[config.mk]
export PLATFORM = sky130hd
export DESIGN_NAME = fp_classify
export DESIGN_NICKNAME = d
export VERILOG_FILES = /design/src/fp_pkg.sv /design/src/fp_classify.sv
export SDC_FILE = /design/constraint.sdc
export NUM_CORES = 1
export LEC_CHECK = 0
export BUFFER_PORTS_ARGS = -buffer_cell sky130_fd_sc_hd__buf_2
export CORE_MARGIN = 4
export CORE_UTILIZATION = 29
export DETAILED_ROUTE_END_ITERATION = 6
export GPL_TIMING_DRIVEN = 0
export PLACE_DENSITY = 0.94
export SYNTH_ARGS = -nofsm -noshare
export SYNTH_HDL_FRONTEND = slang
export SYNTH_SLANG_ARGS = --single-unit
[constraint.sdc]
create_clock -name vclk -period 2.5
set_input_delay 0.375 -clock vclk [all_inputs]
set_output_delay 0.375 -clock vclk [all_outputs]
set_load 0.03 [all_outputs]
[src/fp_pkg.sv]
`default_nettype none

package fp_pkg;

  // Binary64 field widths
  localparam int EXP_W = 11;
  localparam int MAN_W = 52;
  // Significand with hidden bit, and the full product width
  localparam int SIG_W = MAN_W + 1;
  localparam int PROD_W = 2 * SIG_W;
  // Exponent arithmetic needs one extra bit for carry and one for sign
  localparam int SUM_W = EXP_W + 2;

  localparam int EXP_BIAS = 1023;
  localparam int EXP_MAX = 2047;

  // Quiet NaN returned for inf times a zero-exponent operand
  localparam logic [63:0] QNAN = 64'h7FF8_0000_0000_0000;

  // Signed working exponent
  typedef logic signed [SUM_W-1:0] exp_sum_t;

  localparam exp_sum_t BIAS_SUM = exp_sum_t'(EXP_BIAS);
  localparam exp_sum_t MAX_SUM = exp_sum_t'(EXP_MAX);

  typedef struct packed {
    logic             sign;
    logic [EXP_W-1:0] exp;
    logic [MAN_W-1:0] man;
  } fp_ieee_t;

  typedef struct packed {
    logic [31:0] hi;
    logic [31:0] lo;
  } fp_halves_t;

  // Same 64 bits, seen as IEEE fields or as two bus words
  typedef union packed {
    fp_ieee_t   ieee;
    fp_halves_t half;
  } fp_word_u;

  typedef struct packed {
    logic             sign;
    logic [EXP_W-1:0] exp;
    logic [SIG_W-1:0] sig;
    logic             is_zero;
    logic             is_inf;
  } fp_class_t;

  // Which result path the core took
  typedef struct packed {
    logic zero;
    logic nan;
    logic inf;
    logic ovf;
  } fp_flags_t;

endpackage

`default_nettype wire

[src/fp_classify.sv]
`timescale 1ns/1ns
`default_nettype none

module fp_classify (
  input  fp_pkg::fp_word_u  word,
  output fp_pkg::fp_class_t cls
);

  logic exp_nz;
  logic exp_ones;
  logic man_nz;

  // Field summaries
  assign exp_nz = |word.ieee.exp;
  assign exp_ones = &word.ieee.exp;
  assign man_nz = |word.ieee.man;

  always_comb begin
    cls.sign = word.ieee.sign;
    cls.exp = word.ieee.exp;

    // Hidden bit only for nonzero exponent
    // Subnormals keep a zero leading bit and get flushed downstream
    cls.sig = {exp_nz, word.ieee.man};

    // Zero exponent covers true zero and subnormals
    cls.is_zero = ~exp_nz;

    // All-ones exponent with empty mantissa
    // NaN patterns fall through as finite values
    cls.is_inf = exp_ones & ~man_nz;
  end

endmodule

`default_nettype wire

* Word-level counts from Yosys, hierarchy flattened
Cells that the tools add are included.
** Word-level totals
- Register bits :: 0
- Bits in latches :: 0
- Memory bits (writable) :: 0
- ROM bits :: 0
- Input bits :: 64
- Output and inout port bits :: 67
- Logic and storage cells :: 6
- Memories :: 0
** Cells by class
- Add/subtract/negate cells :: 0
- Multipliers :: 0
- Div/mod/pow operators :: 0
- Magnitude comparators :: 0
- Equality and inequality tests :: 0
- Shift operators :: 0
- Multiplexer cells :: 0
- Bitwise gates (word level) :: 3
- Reductions and logical operators :: 3
** Operator list (count)
- OR reduction 52 bit :: 1
- AND reduction 11 bit :: 1
- OR reduction 11 bit :: 1
- NOT 1 bit :: 2
- AND 1 bit :: 1

* Longest topological paths before layout
- Word-level depth :: 3
- Gate-level depth with buffers :: 3

* Worst setup path before layout
No wires, ideal clock.
- Path type :: input -> output
- Start :: in word[40] (netlist bit)
- End :: out cls[0] (netlist bit)
- Arrival time :: 1428 ps
- Data required time :: 2125 ps
- Path slack :: 697 ps
- Cell stages on the path :: 3
- Cell sequence :: nor4_2 -> nand4_1 -> nor4_2
** RTL lines
- from (decl) :: RTL line fp_classify.sv:5 : input fp_pkg::fp_word_u word,
- to (decl) :: RTL line fp_classify.sv:6 : output fp_pkg::fp_class_t cls

==> impl_summary.log <==
INFO  metric core_region_area = 0.00223 mm²
INFO  metric synthAdderAreaFrac = 0
INFO  metric yosysSeqAreaShare = 0
INFO  metric finalWeightedCongestion = about 0.84
INFO  metric cts_resized = 0
INFO  metric fillerInstances = 202
INFO  metric post_cts.repair.setup_buffers = 0
INFO  metric ir_drop = 139 µV
INFO  metric whs_path_depth = 2
INFO  metric place_ws = approximately 0.66 ns
INFO  metric leading_cell_type_in_the_layout_fill_and_taps_excluded = buf_2
INFO  metric layout_common_cells = buf_2 (130), buf_4 (65), nor4_1 (10), nor4_2 (4), nand4_1 (4)
INFO  metric drt.antenna.violating_nets = 0
INFO  metric drt-wirelength-per-cell = around 11 µm
INFO  metric effective_utilization_at_floorplan = 0.307
INFO  metric muxShareOfSynthArea = 0
INFO  metric grt_setup_unrepaired = false
INFO  metric setup-tns-final = 0 ns
INFO  metric path_max_fanout = 2
INFO  metric number_of_vias_after_detailed_routing = 1016
INFO  metric setup_viol_count_final = 0
INFO  metric drt-vias-per-instance = 4.08
INFO  metric die_x = about 57 µm
INFO  metric postSynthNetCount = roughly 160
INFO  metric cp_data_arrival_time = 1.42 ns
INFO  metric num-clock-buffers = 0
INFO  metric antenna_found_initial = 0
INFO  metric grt_pass1_vias = 988
INFO  metric cellLeakagePower = approximately 0.00086 µW
INFO  metric grt_pass1_wl = 4070 µm
INFO  metric postRouteWirelength = 2710 µm
INFO  metric final_global_route_overflow_total = 0
INFO  metric die-height = 56.6 µm
INFO  metric rows = 17
INFO  metric max_freq = 557 MHz
INFO  metric drt-pass1-iter-count = 4
INFO  metric power_per_cell_area = 227 mW/mm²
INFO  metric die_area = 0.00321 mm²
INFO  metric syn-mean-instance-area = ~7.5 µm²
INFO  metric dominant_combinational_cell_family_by_area_after_synthesis = buffers and inverters
INFO  metric insertedDiodeCount = 0
INFO  metric synth_warnings = 0
INFO  metric required = 2.12 ns
INFO  metric grt_start_max_net_pins = 4
INFO  metric worst_pin_slew = 0.329 ns
INFO  metric max_cap_violations = 0
INFO  metric dp.final_hpwl = 2640 µm
INFO  metric syn_inst = slightly above 90
INFO  metric drtIter0Drc = 16
INFO  metric max_slew_violation_count = 0
INFO  metric synth_area_in_compound_gates = 0
INFO  metric end_kind = output port
INFO  metric post_synth_num_cell_types = 11
INFO  metric layout_min_cycle_time = between 1.5 and 2 ns
INFO  metric design.seq.count = 0
INFO  metric io_pins = 131
INFO  metric post-route-drc-count = 0
INFO  metric synth_simple_gate_area_frac = 0.283
INFO  metric hold_viol_final = 0
INFO  metric timing.max_slew.rel_slack = 0.778
INFO  metric worst_setup_path_class = in -> out
INFO  metric fin_ws = 0.705 ns
INFO  metric mappedNetlistArea = 686 µm²
INFO  metric seqCellArea = 0 µm²
INFO  metric post_synth_xor_area_fraction = 0
INFO  metric area_growth = 100%
INFO  metric drive_gt1_frac = 0.905
INFO  metric final_core_utilization = 0.614
INFO  metric sort_of_element_at_the_start_of_the_critical_path = primary input
INFO  metric crit_share_post_route = 0.718
INFO  metric final_net_count = about 290
INFO  metric port_bufs = 130
INFO  metric grt_usage = 0.149
INFO  metric count_of_hold_buffers_inserted_by_post_cts_repair = 0
INFO  metric min_path_type = in -> out
INFO  metric outcome = finished clean
==> kinds of logic after synthesis <==
logic type / count (synthesis)
buffers and inverters: 66
and+or+nand+nor: 25
==> worst paths after layout <==
path | end | from | slack [ns]
hold / removal | cls[66] | word[63] | 1.00
setup / recovery | cls[0] | word[40] | 0.71
==> cell type report <==
type / instances / area (µm²) / area share
repair buffers: 130 / 651 / 0.474
plain buffers: 65 / 488 / 0.356
multi-input cells: 25 / 194 / 0.141
well taps: 28 / 35.0 / 0.0255
inverters: 1 / 3.75 / 0.00274
==> through the flow <==
stage / cell area [µm²] / hold WS, ns / std cells / power, µW
2_1_floorplan: 686 / 0.882 / 91 / 199
3_3_place_gp: 1370 / 1.00 / 249 / 309
3_5_place_dp: 1370 / 1.01 / 249 / 314
4_1_cts: 1370 / 1.01 / 249 / 314
5_1_grt: 1370 / 1.01 / 249 / 330
6_report: 1370 / 1.00 / 249 / 311
==> synth_stat cells <==
| library cell | instances | area [µm²] |
|---|---|---|
| and4b_1 | 1 | 10.0 |
| nand3_1 | 1 | 5.00 |
| and4_1 | 1 | 8.76 |
| nor4_2 | 4 | 50.1 |
| inv_1 | 1 | 3.75 |
| and4bb_2 | 1 | 12.5 |
| nor3_1 | 2 | 10.0 |
| nor4bb_1 | 1 | 10.0 |
| buf_4 | 65 | 488 |
| nand4_1 | 4 | 25.0 |
| nor4_1 | 10 | 62.6 |
==> per-layer routing <==
metal / share of wire / track usage
met1: 0.30 / 0.151
met2: 0.54 / 0.312
met3: 0.14 / 0.0230
met4: 0.017 / 0.0203
met5: 0 / 0
==> critical path, stage by stage <==
cell	delay (ns)
buf_2	0.11
nor4_2	0.27
nand4_1	0.16
nor4_2	0.27
buf_2	0.23
==> power by group <==
part           internal, µW  leakage (µW)  switching (µW)
Combinational           137      0.000862             174
Clock                     0             0               0
Sequential                0             0               0
Total                   137      0.000862             174
Power figures use the tool's default switching activity.
