**config.mk**
```make
export PLATFORM = sky130hd
export DESIGN_NAME = fp_mul_apb_regs
export DESIGN_NICKNAME = d
export VERILOG_FILES = /design/src/fp_pkg.sv /design/src/apb_pkg.sv /design/src/fp_mul_apb_regs.sv
export SDC_FILE = /design/constraint.sdc
export NUM_CORES = 1
export LEC_CHECK = 0
export BUFFER_PORTS_ARGS = -buffer_cell sky130_fd_sc_hd__clkbuf_2
export CORE_ASPECT_RATIO = 1.2
export CORE_MARGIN = 1.5
export CORE_UTILIZATION = 55
export DETAILED_ROUTE_END_ITERATION = 7
export PLACE_DENSITY = 0.92
export SYNTH_ARGS = -nofsm -noshare
export SYNTH_HDL_FRONTEND = slang
export SYNTH_SLANG_ARGS = --single-unit
```
**constraint.sdc**
```tcl
create_clock -name clk -period 3.8 [get_ports clk]
set_input_delay 0.38 -clock clk [delete_from_list [all_inputs] [get_ports clk]]
set_output_delay 0.38 -clock clk [all_outputs]
set_load 0.01 [all_outputs]
```
**src/fp_pkg.sv**
```systemverilog
`default_nettype none

package fp_pkg;

  // Binary64 field widths
  localparam int EXP_W = 11;
  localparam int MAN_W = 52;
  // Significand with hidden bit, and the full product width
  localparam int SIG_W = MAN_W + 1;
  localparam int PROD_W = 2 * SIG_W;
  // Exponent arithmetic needs one extra bit for carry and one for sign
  localparam int SUM_W = EXP_W + 2;

  localparam int EXP_BIAS = 1023;
  localparam int EXP_MAX = 2047;

  // Quiet NaN returned for inf times a zero-exponent operand
  localparam logic [63:0] QNAN = 64'h7FF8_0000_0000_0000;

  // Signed working exponent
  typedef logic signed [SUM_W-1:0] exp_sum_t;

  localparam exp_sum_t BIAS_SUM = exp_sum_t'(EXP_BIAS);
  localparam exp_sum_t MAX_SUM = exp_sum_t'(EXP_MAX);

  typedef struct packed {
    logic             sign;
    logic [EXP_W-1:0] exp;
    logic [MAN_W-1:0] man;
  } fp_ieee_t;

  typedef struct packed {
    logic [31:0] hi;
    logic [31:0] lo;
  } fp_halves_t;

  // Same 64 bits, seen as IEEE fields or as two bus words
  typedef union packed {
    fp_ieee_t   ieee;
    fp_halves_t half;
  } fp_word_u;

  typedef struct packed {
    logic             sign;
    logic [EXP_W-1:0] exp;
    logic [SIG_W-1:0] sig;
    logic             is_zero;
    logic             is_inf;
  } fp_class_t;

  // Which result path the core took
  typedef struct packed {
    logic zero;
    logic nan;
    logic inf;
    logic ovf;
  } fp_flags_t;

endpackage

`default_nettype wire

```
**src/apb_pkg.sv**
```systemverilog
`default_nettype none

package apb_pkg;

  localparam int ADDR_W = 8;
  localparam int DATA_W = 32;

  typedef struct packed {
    logic              psel;
    logic              penable;
    logic              pwrite;
    logic [ADDR_W-1:0] paddr;
    logic [DATA_W-1:0] pwdata;
  } apb_req_t;

  typedef struct packed {
    logic [DATA_W-1:0] prdata;
    logic              pready;
    logic              pslverr;
  } apb_rsp_t;

  // Register map in byte offsets
  localparam logic [ADDR_W-1:0] REG_A_LO = 8'h00;
  localparam logic [ADDR_W-1:0] REG_A_HI = 8'h04;
  localparam logic [ADDR_W-1:0] REG_B_LO = 8'h08;
  localparam logic [ADDR_W-1:0] REG_B_HI = 8'h0C;
  // Bit 0 starts an operation
  localparam logic [ADDR_W-1:0] REG_CTRL = 8'h10;
  // Read-only from here on
  localparam logic [ADDR_W-1:0] REG_STATUS = 8'h14;
  localparam logic [ADDR_W-1:0] REG_R_LO = 8'h18;
  localparam logic [ADDR_W-1:0] REG_R_HI = 8'h1C;

endpackage

`default_nettype wire

```
**src/fp_mul_apb_regs.sv**
```systemverilog
`timescale 1ns/1ns
`default_nettype none

module fp_mul_apb_regs (
  input  logic              clk,
  input  logic              rst_n,
  input  apb_pkg::apb_req_t apb_req,
  output apb_pkg::apb_rsp_t apb_rsp,
  output fp_pkg::fp_word_u  op_a,
  output fp_pkg::fp_word_u  op_b,
  output logic              start,
  input  logic              res_valid,
  input  fp_pkg::fp_word_u  res,
  input  fp_pkg::fp_flags_t flags
);

  logic              access;
  logic              wr_en;
  logic              rd_en;
  logic              mapped;
  logic              ro_hit;
  logic              busy;
  logic              done;
  fp_pkg::fp_flags_t stat_flags;
  fp_pkg::fp_word_u  result;
  logic [31:0]       status_word;
  logic [31:0]       rd_data;

  // Access phase of a transfer
  assign access = apb_req.psel & apb_req.penable;

  always_comb begin
    mapped = 1'b1;
    ro_hit = 1'b0;
    case (apb_req.paddr)
      apb_pkg::REG_A_LO, apb_pkg::REG_A_HI,
      apb_pkg::REG_B_LO, apb_pkg::REG_B_HI,
      apb_pkg::REG_CTRL: ro_hit = 1'b0;
      apb_pkg::REG_STATUS, apb_pkg::REG_R_LO,
      apb_pkg::REG_R_HI: ro_hit = 1'b1;
      default: mapped = 1'b0;
    endcase
  end

  // Bad writes are dropped here, so the register updates only see legal ones
  assign wr_en = access & apb_req.pwrite & mapped & ~ro_hit;
  assign rd_en = apb_req.psel & ~apb_req.pwrite;

  always_ff @(posedge clk or negedge rst_n) begin
    if (!rst_n) begin
      op_a <= '0;
      op_b <= '0;
      start <= 1'b0;
    end else begin
      // Start fires one cycle after the CTRL write completes
      start <= wr_en & (apb_req.paddr == apb_pkg::REG_CTRL) & apb_req.pwdata[0];
      if (wr_en) begin
        case (apb_req.paddr)
          apb_pkg::REG_A_LO: op_a.half.lo <= apb_req.pwdata;
          apb_pkg::REG_A_HI: op_a.half.hi <= apb_req.pwdata;
          apb_pkg::REG_B_LO: op_b.half.lo <= apb_req.pwdata;
          apb_pkg::REG_B_HI: op_b.half.hi <= apb_req.pwdata;
          default: ;
        endcase
      end
    end
  end

  // Status and result capture
  always_ff @(posedge clk or negedge rst_n) begin
    if (!rst_n) begin
      busy <= 1'b0;
      done <= 1'b0;
      stat_flags <= '0;
      result <= '0;
    end else begin
      if (start) begin
        busy <= 1'b1;
        done <= 1'b0;
      end else if (res_valid) begin
        busy <= 1'b0;
        done <= 1'b1;
      end
      if (res_valid) begin
        result <= res;
        stat_flags <= flags;
      end
    end
  end

  // bit0 busy, bit1 done, bits 7:4 flags
  assign status_word = {24'b0, stat_flags.ovf, stat_flags.inf, stat_flags.nan,
                        stat_flags.zero, 2'b00, done, busy};

  always_comb begin
    rd_data = '0;
    if (rd_en) begin
      case (apb_req.paddr)
        apb_pkg::REG_A_LO: rd_data = op_a.half.lo;
        apb_pkg::REG_A_HI: rd_data = op_a.half.hi;
        apb_pkg::REG_B_LO: rd_data = op_b.half.lo;
        apb_pkg::REG_B_HI: rd_data = op_b.half.hi;
        apb_pkg::REG_STATUS: rd_data = status_word;
        apb_pkg::REG_R_LO: rd_data = result.half.lo;
        apb_pkg::REG_R_HI: rd_data = result.half.hi;
        // CTRL and holes read as zero
        default: rd_data = '0;
      endcase
    end
  end

  // No wait states
  assign apb_rsp.prdata = rd_data;
  assign apb_rsp.pready = 1'b1;
  assign apb_rsp.pslverr = access & (~mapped | (apb_req.pwrite & ro_hit));

endmodule

`default_nettype wire

```
Word-level counts from Yosys, hierarchy flattened

Cells that the tools add are included.

Bitwise gates (word level): 13
Reduce and logical (&&, ||, !) cells: 8
Mux-type cells: 8
Equal/unequal tests: 7

Operator list:

| kind                                          | number |
|---|---|
| case mux 32 bit (7 select lines)              | 1 |
| == test 8 x 5 -> 1 bit, second input constant | 4 |
| 2-to-1 mux 32 bit                             | 1 |
| == test 8 x 4 -> 1 bit, second input constant | 2 |
| AND 1 bit                                     | 9 |
| == test 8 x 3 -> 1 bit, second input constant | 1 |
| logical NOT 8 bit                             | 1 |
| AND reduction 2 bit                           | 4 |
| OR reduction 8 bit                            | 1 |
| 2-to-1 mux 1 bit                              | 6 |
| NOT 1 bit                                     | 3 |
| OR reduction 3 bit                            | 1 |
| nonzero test 2 bit                            | 1 |
| OR 1 bit                                      | 1 |

Logic and storage cells: 48
Register bits after elaboration: 199
Output and inout bits: 163

Depth between registers and ports, before layout

Depth after elaboration: 7
Depth in mapped cells: 8
Gate-level depth less buffers: 4

Worst setup path before layout

Ideal clock, no wire load.

Path kind: input port to output port
Start: in apb_req[34] (netlist name)
End: out apb_rsp[2] (netlist name)
Buffers on the path: 4
Setup slack: 1.784 ns
Required time: 3.420 ns
Cell stages on the path: 6
Arrival: 1.636 ns
Cell sequence: buf_4 > buf_4 > buf_2 > buf_2 > a22oi_1 > a211oi_1

RTL lines:

| element     | RTL line             | text |
|---|---|---|
| from (decl) | fp_mul_apb_regs.sv:7 | `input apb_pkg::apb_req_t apb_req,` |
| to (decl)   | fp_mul_apb_regs.sv:8 | `output apb_pkg::apb_rsp_t apb_rsp,` |

==> metrics.md <==
| Metric | Value |
|---|---|
| Clk pin slew, worst setup/hold paths | 0.07 ns |
| Max Freq | 368 MHz |
| Worst reg-to-reg setup slack | 2.95 ns |
| Final period util | 0.715 |
| Final worst path period need | 2.72 ns |
| Initial antenna violation count | 0 |
| CTS H-Tree Depth | 4 |
| Synth cell types | 33 |
| Core area | 16100 sq um |
| Critical path class | input port to output pin |
| Max FO, Critical Path | 31 |
| Routability Congestion | 0.887 |
| Hold WC Path Type | input port to async pin |
| Worst setup SP type | input port |
| #FFs+latches synth | 199 |
| Die width | 120 um |
| Area fraction in compound gates after synthesis | 0.0292 |
| Diode count | 0 |
| Post-Syn Area | 9030 sq um |
| Post-synthesis adder-cell area fraction | 0 |
| Total Wirelength | 24000 um |
| Clock Latency Late Sink | 0.42 ns |
| Max-cap violations | 0 |
| GRT overflow | 0 |
| I/O Pins | 277 |
| RSZ-0062 raised after global routing | no |
| LEAKAGE | 0.00583 uW |
| Placed Cells incl. Taps | 1080 |
| Setup bufs post-CTS | 0 |
| Number of gates resized after CTS | 0 |
| VDD IR max | 228 uV |
| Initial core utilization | 0.559 |
| Final hold vios | 0 |
| CP required | 3.42 ns |
| Remaining antenna violation count after routing | 0 |
| Cts hold-fix bufs | 0 |
| Finished Layout Cells | 1112 |
| # DRC | 0 |
| Vias | 6415 |
| 1st-iter DRT viols | 371 |
| DR WL/cell | 21.6 um |
| CTS Sinks | 199 |
| CTS tree | built |
| Main combinational cell family by area after synthesis | multiplexers |
| Mux share of post-synthesis cell area | 0.361 |
| PortBufs | 275 |
| Wire length of the first global-routing pass | 36800 um |
| Gr usage total | 0.283 |
| CTS root buf | clkbuf_16 |
| Rows | 51 |
| Layout cells sized above 1 | 0.594 |
| Layout net count | 1001 |
| Least-Margin Pin Slew | 0.813 ns |
| Clock skew | 0.000664 ns |
| Layout Area Growth over Synthesis | 25.0% |
| Die area | 17200 sq um |
| Synth Area in XOR/XNOR | 0 |
| Power Total | 4570 uW |
| Post-DP HPWL | 17000 um |
| Post-Syn Instances | 616 |
| Final max-slew violation count | 0 |
| Post-Synth Simple-Gate Area | 0.0262 |
| Post-route setup slack | 1.08 ns |
| Status | finished clean |
| Drt via density | 5.77 |
| Chip height | 143 um |
| Setup TNS | 0 ns |
| Crit path arrival time | 2.34 ns |
| 1st-pass router iterations | 4 |
| Endpoints failing setup | 0 |
| Post-Syn Nets | 730 |
| Total CTS buffers | 17 |
| Relative slew slack | 0.458 |
| Hold WS | 0.0253 ns |
| P per Cell Area | 405 nW/um^2 |
| Syn. warnings | 0 |
| CP Capture Type | output pin |
| Pin count of the biggest net entering global routing | 104 |
| Max Root-Sink Buffers | 2 |
| Post-Syn Area per Cell | 14.7 sq um |
| Vias in the first global route | 6742 |
| Seq/Total Area, Yosys | 0.551 |
| Placement Setup Slack | 1.09 ns |
## kinds of logic (layout without fill, tap and decap cells)
family	Yosys count	in the layout
muxes	263	263
AOI/OAI and AO/OA	42	42
and+or+nand+nor	44	44
other	1	1
DFF	199	199
buffers and inverters	67	351
## metrics by stage
stage / utilization / instance area, sq um
2_1_floorplan: - / 9030
3_3_place_gp: 0.660 / 10700
3_5_place_dp: 0.660 / 10700
4_1_cts: 0.700 / 11300
5_1_grt: 0.700 / 11300
6_report: 0.700 / 11300
## cell usage after synthesis, drive strengths merged
| cell type | n | share of area |
|---|---|---|
| mux2 | 200 | 0.25 |
| dfrtp | 199 | 0.55 |
| mux2i | 33 | 0.037 |
| mux4 | 30 | 0.075 |
| buf | 26 | 0.015 |
| inv | 26 | 0.011 |
| o22ai | 25 | 0.017 |
| clkbuf | 15 | 0.0062 |
| nor2 | 11 | 0.0046 |
| nand2 | 8 | 0.0033 |
| nand3 | 7 | 0.0039 |
| a21oi | 5 | 0.0028 |
| nand4 | 4 | 0.0028 |
| nor3 | 4 | 0.0028 |
| o21ai | 3 | 0.0017 |
| a211oi | 2 | 0.0017 |
| a21o | 2 | 0.0017 |
| a31oi | 2 | 0.0014 |
| nand2b | 2 | 0.0014 |
| nand4b | 2 | 0.0019 |
| nor2b | 2 | 0.0014 |
| a211o | 1 | 0.00097 |
| a22o | 1 | 0.00097 |
| a22oi | 1 | 0.00083 |
| conb | 1 | 0.00042 |
| nor4 | 1 | 0.00069 |
| nor4b | 1 | 0.0017 |
| nor4bb | 1 | 0.0011 |
| or2 | 1 | 0.00069 |
## worst max-delay path, cell delays in order
cell      delay [ns]
clkbuf_2        0.47
buf_4           0.53
mux2_2          0.39
a22o_1          0.23
mux2i_1         0.12
nor2_1          0.05
clkbuf_2        0.14
## flip-flops by register name, summed over array words and instances (netlist names)
| name | cells |
|---|---|
| op_a | 64 |
| stat_flags | 4 |
| result | 64 |
| start | 1 |
| done | 1 |
| busy | 1 |
| op_b | 64 |
## per-layer routing
layer,GRT usage,wire (um),up-vias
met1,0.328,8960,3292
met4,0.140,780,0
met5,0,0,-
met2,0.499,12900,260
met3,0.0619,1450,61
li1,-,-,2802
## where the power goes
| group | leakage, uW | switching [uW] | internal, uW | total, uW |
|---|---|---|---|---|
| registers | 0.00262 | 49.1 | 2200 | 2250 |
| logic | 0.00291 | 188 | 179 | 366 |
| clock network | 0.000308 | 809 | 1150 | 1960 |
| total | 0.00583 | 1050 | 3530 | 4570 |
## path summary, 6_finish.rpt
check / from / end / cells after the start
setup / recovery: apb_req[35] / apb_rsp[8] / 7
hold / removal: rst_n / result[35]$_DFFE_PN0P_ / 1
setup reg to reg: op_a[49]$_DFFE_PN0P_ / op_a[49]$_DFFE_PN0P_ / 1
hold reg to reg: start$_DFF_PN0_ / done$_DFFE_PN0P_ / 1
max in group asynchronous: rst_n / op_a[63]$_DFFE_PN0P_ / 2
min in group clk: res[12] / result[12]$_DFFE_PN0P_ / 2
## layout make-up
class | instances | area (sq um)
Timing Repair Buffer | 293 | 1550
Inverter | 26 | 97.6
Clock buffer | 20 | 457
Tap cell | 212 | 265
Multi-Input combinational cell | 350 | 3760
Clock inverter | 12 | 184
Sequential cell | 199 | 4980
Fill cell | 1100 | 4850
## layout by cell type, fill, tap and decap left out, drive strengths merged, types with 2 or more instances in the layout
master	n
nand4	4
nand3	7
mux2i	33
mux4	30
buf	20
o22ai	25
inv	31
clkbuf	293
a211oi	2
dfrtp	199
a21oi	5
nor2b	2
a31oi	2
clkinvlp	2
nand2b	2
a21o	2
nor2	11
nor3	4
mux2	200
nand2	8
bufinv	4
o21ai	3
nand4b	2
(Power assumes the default switching activity.)
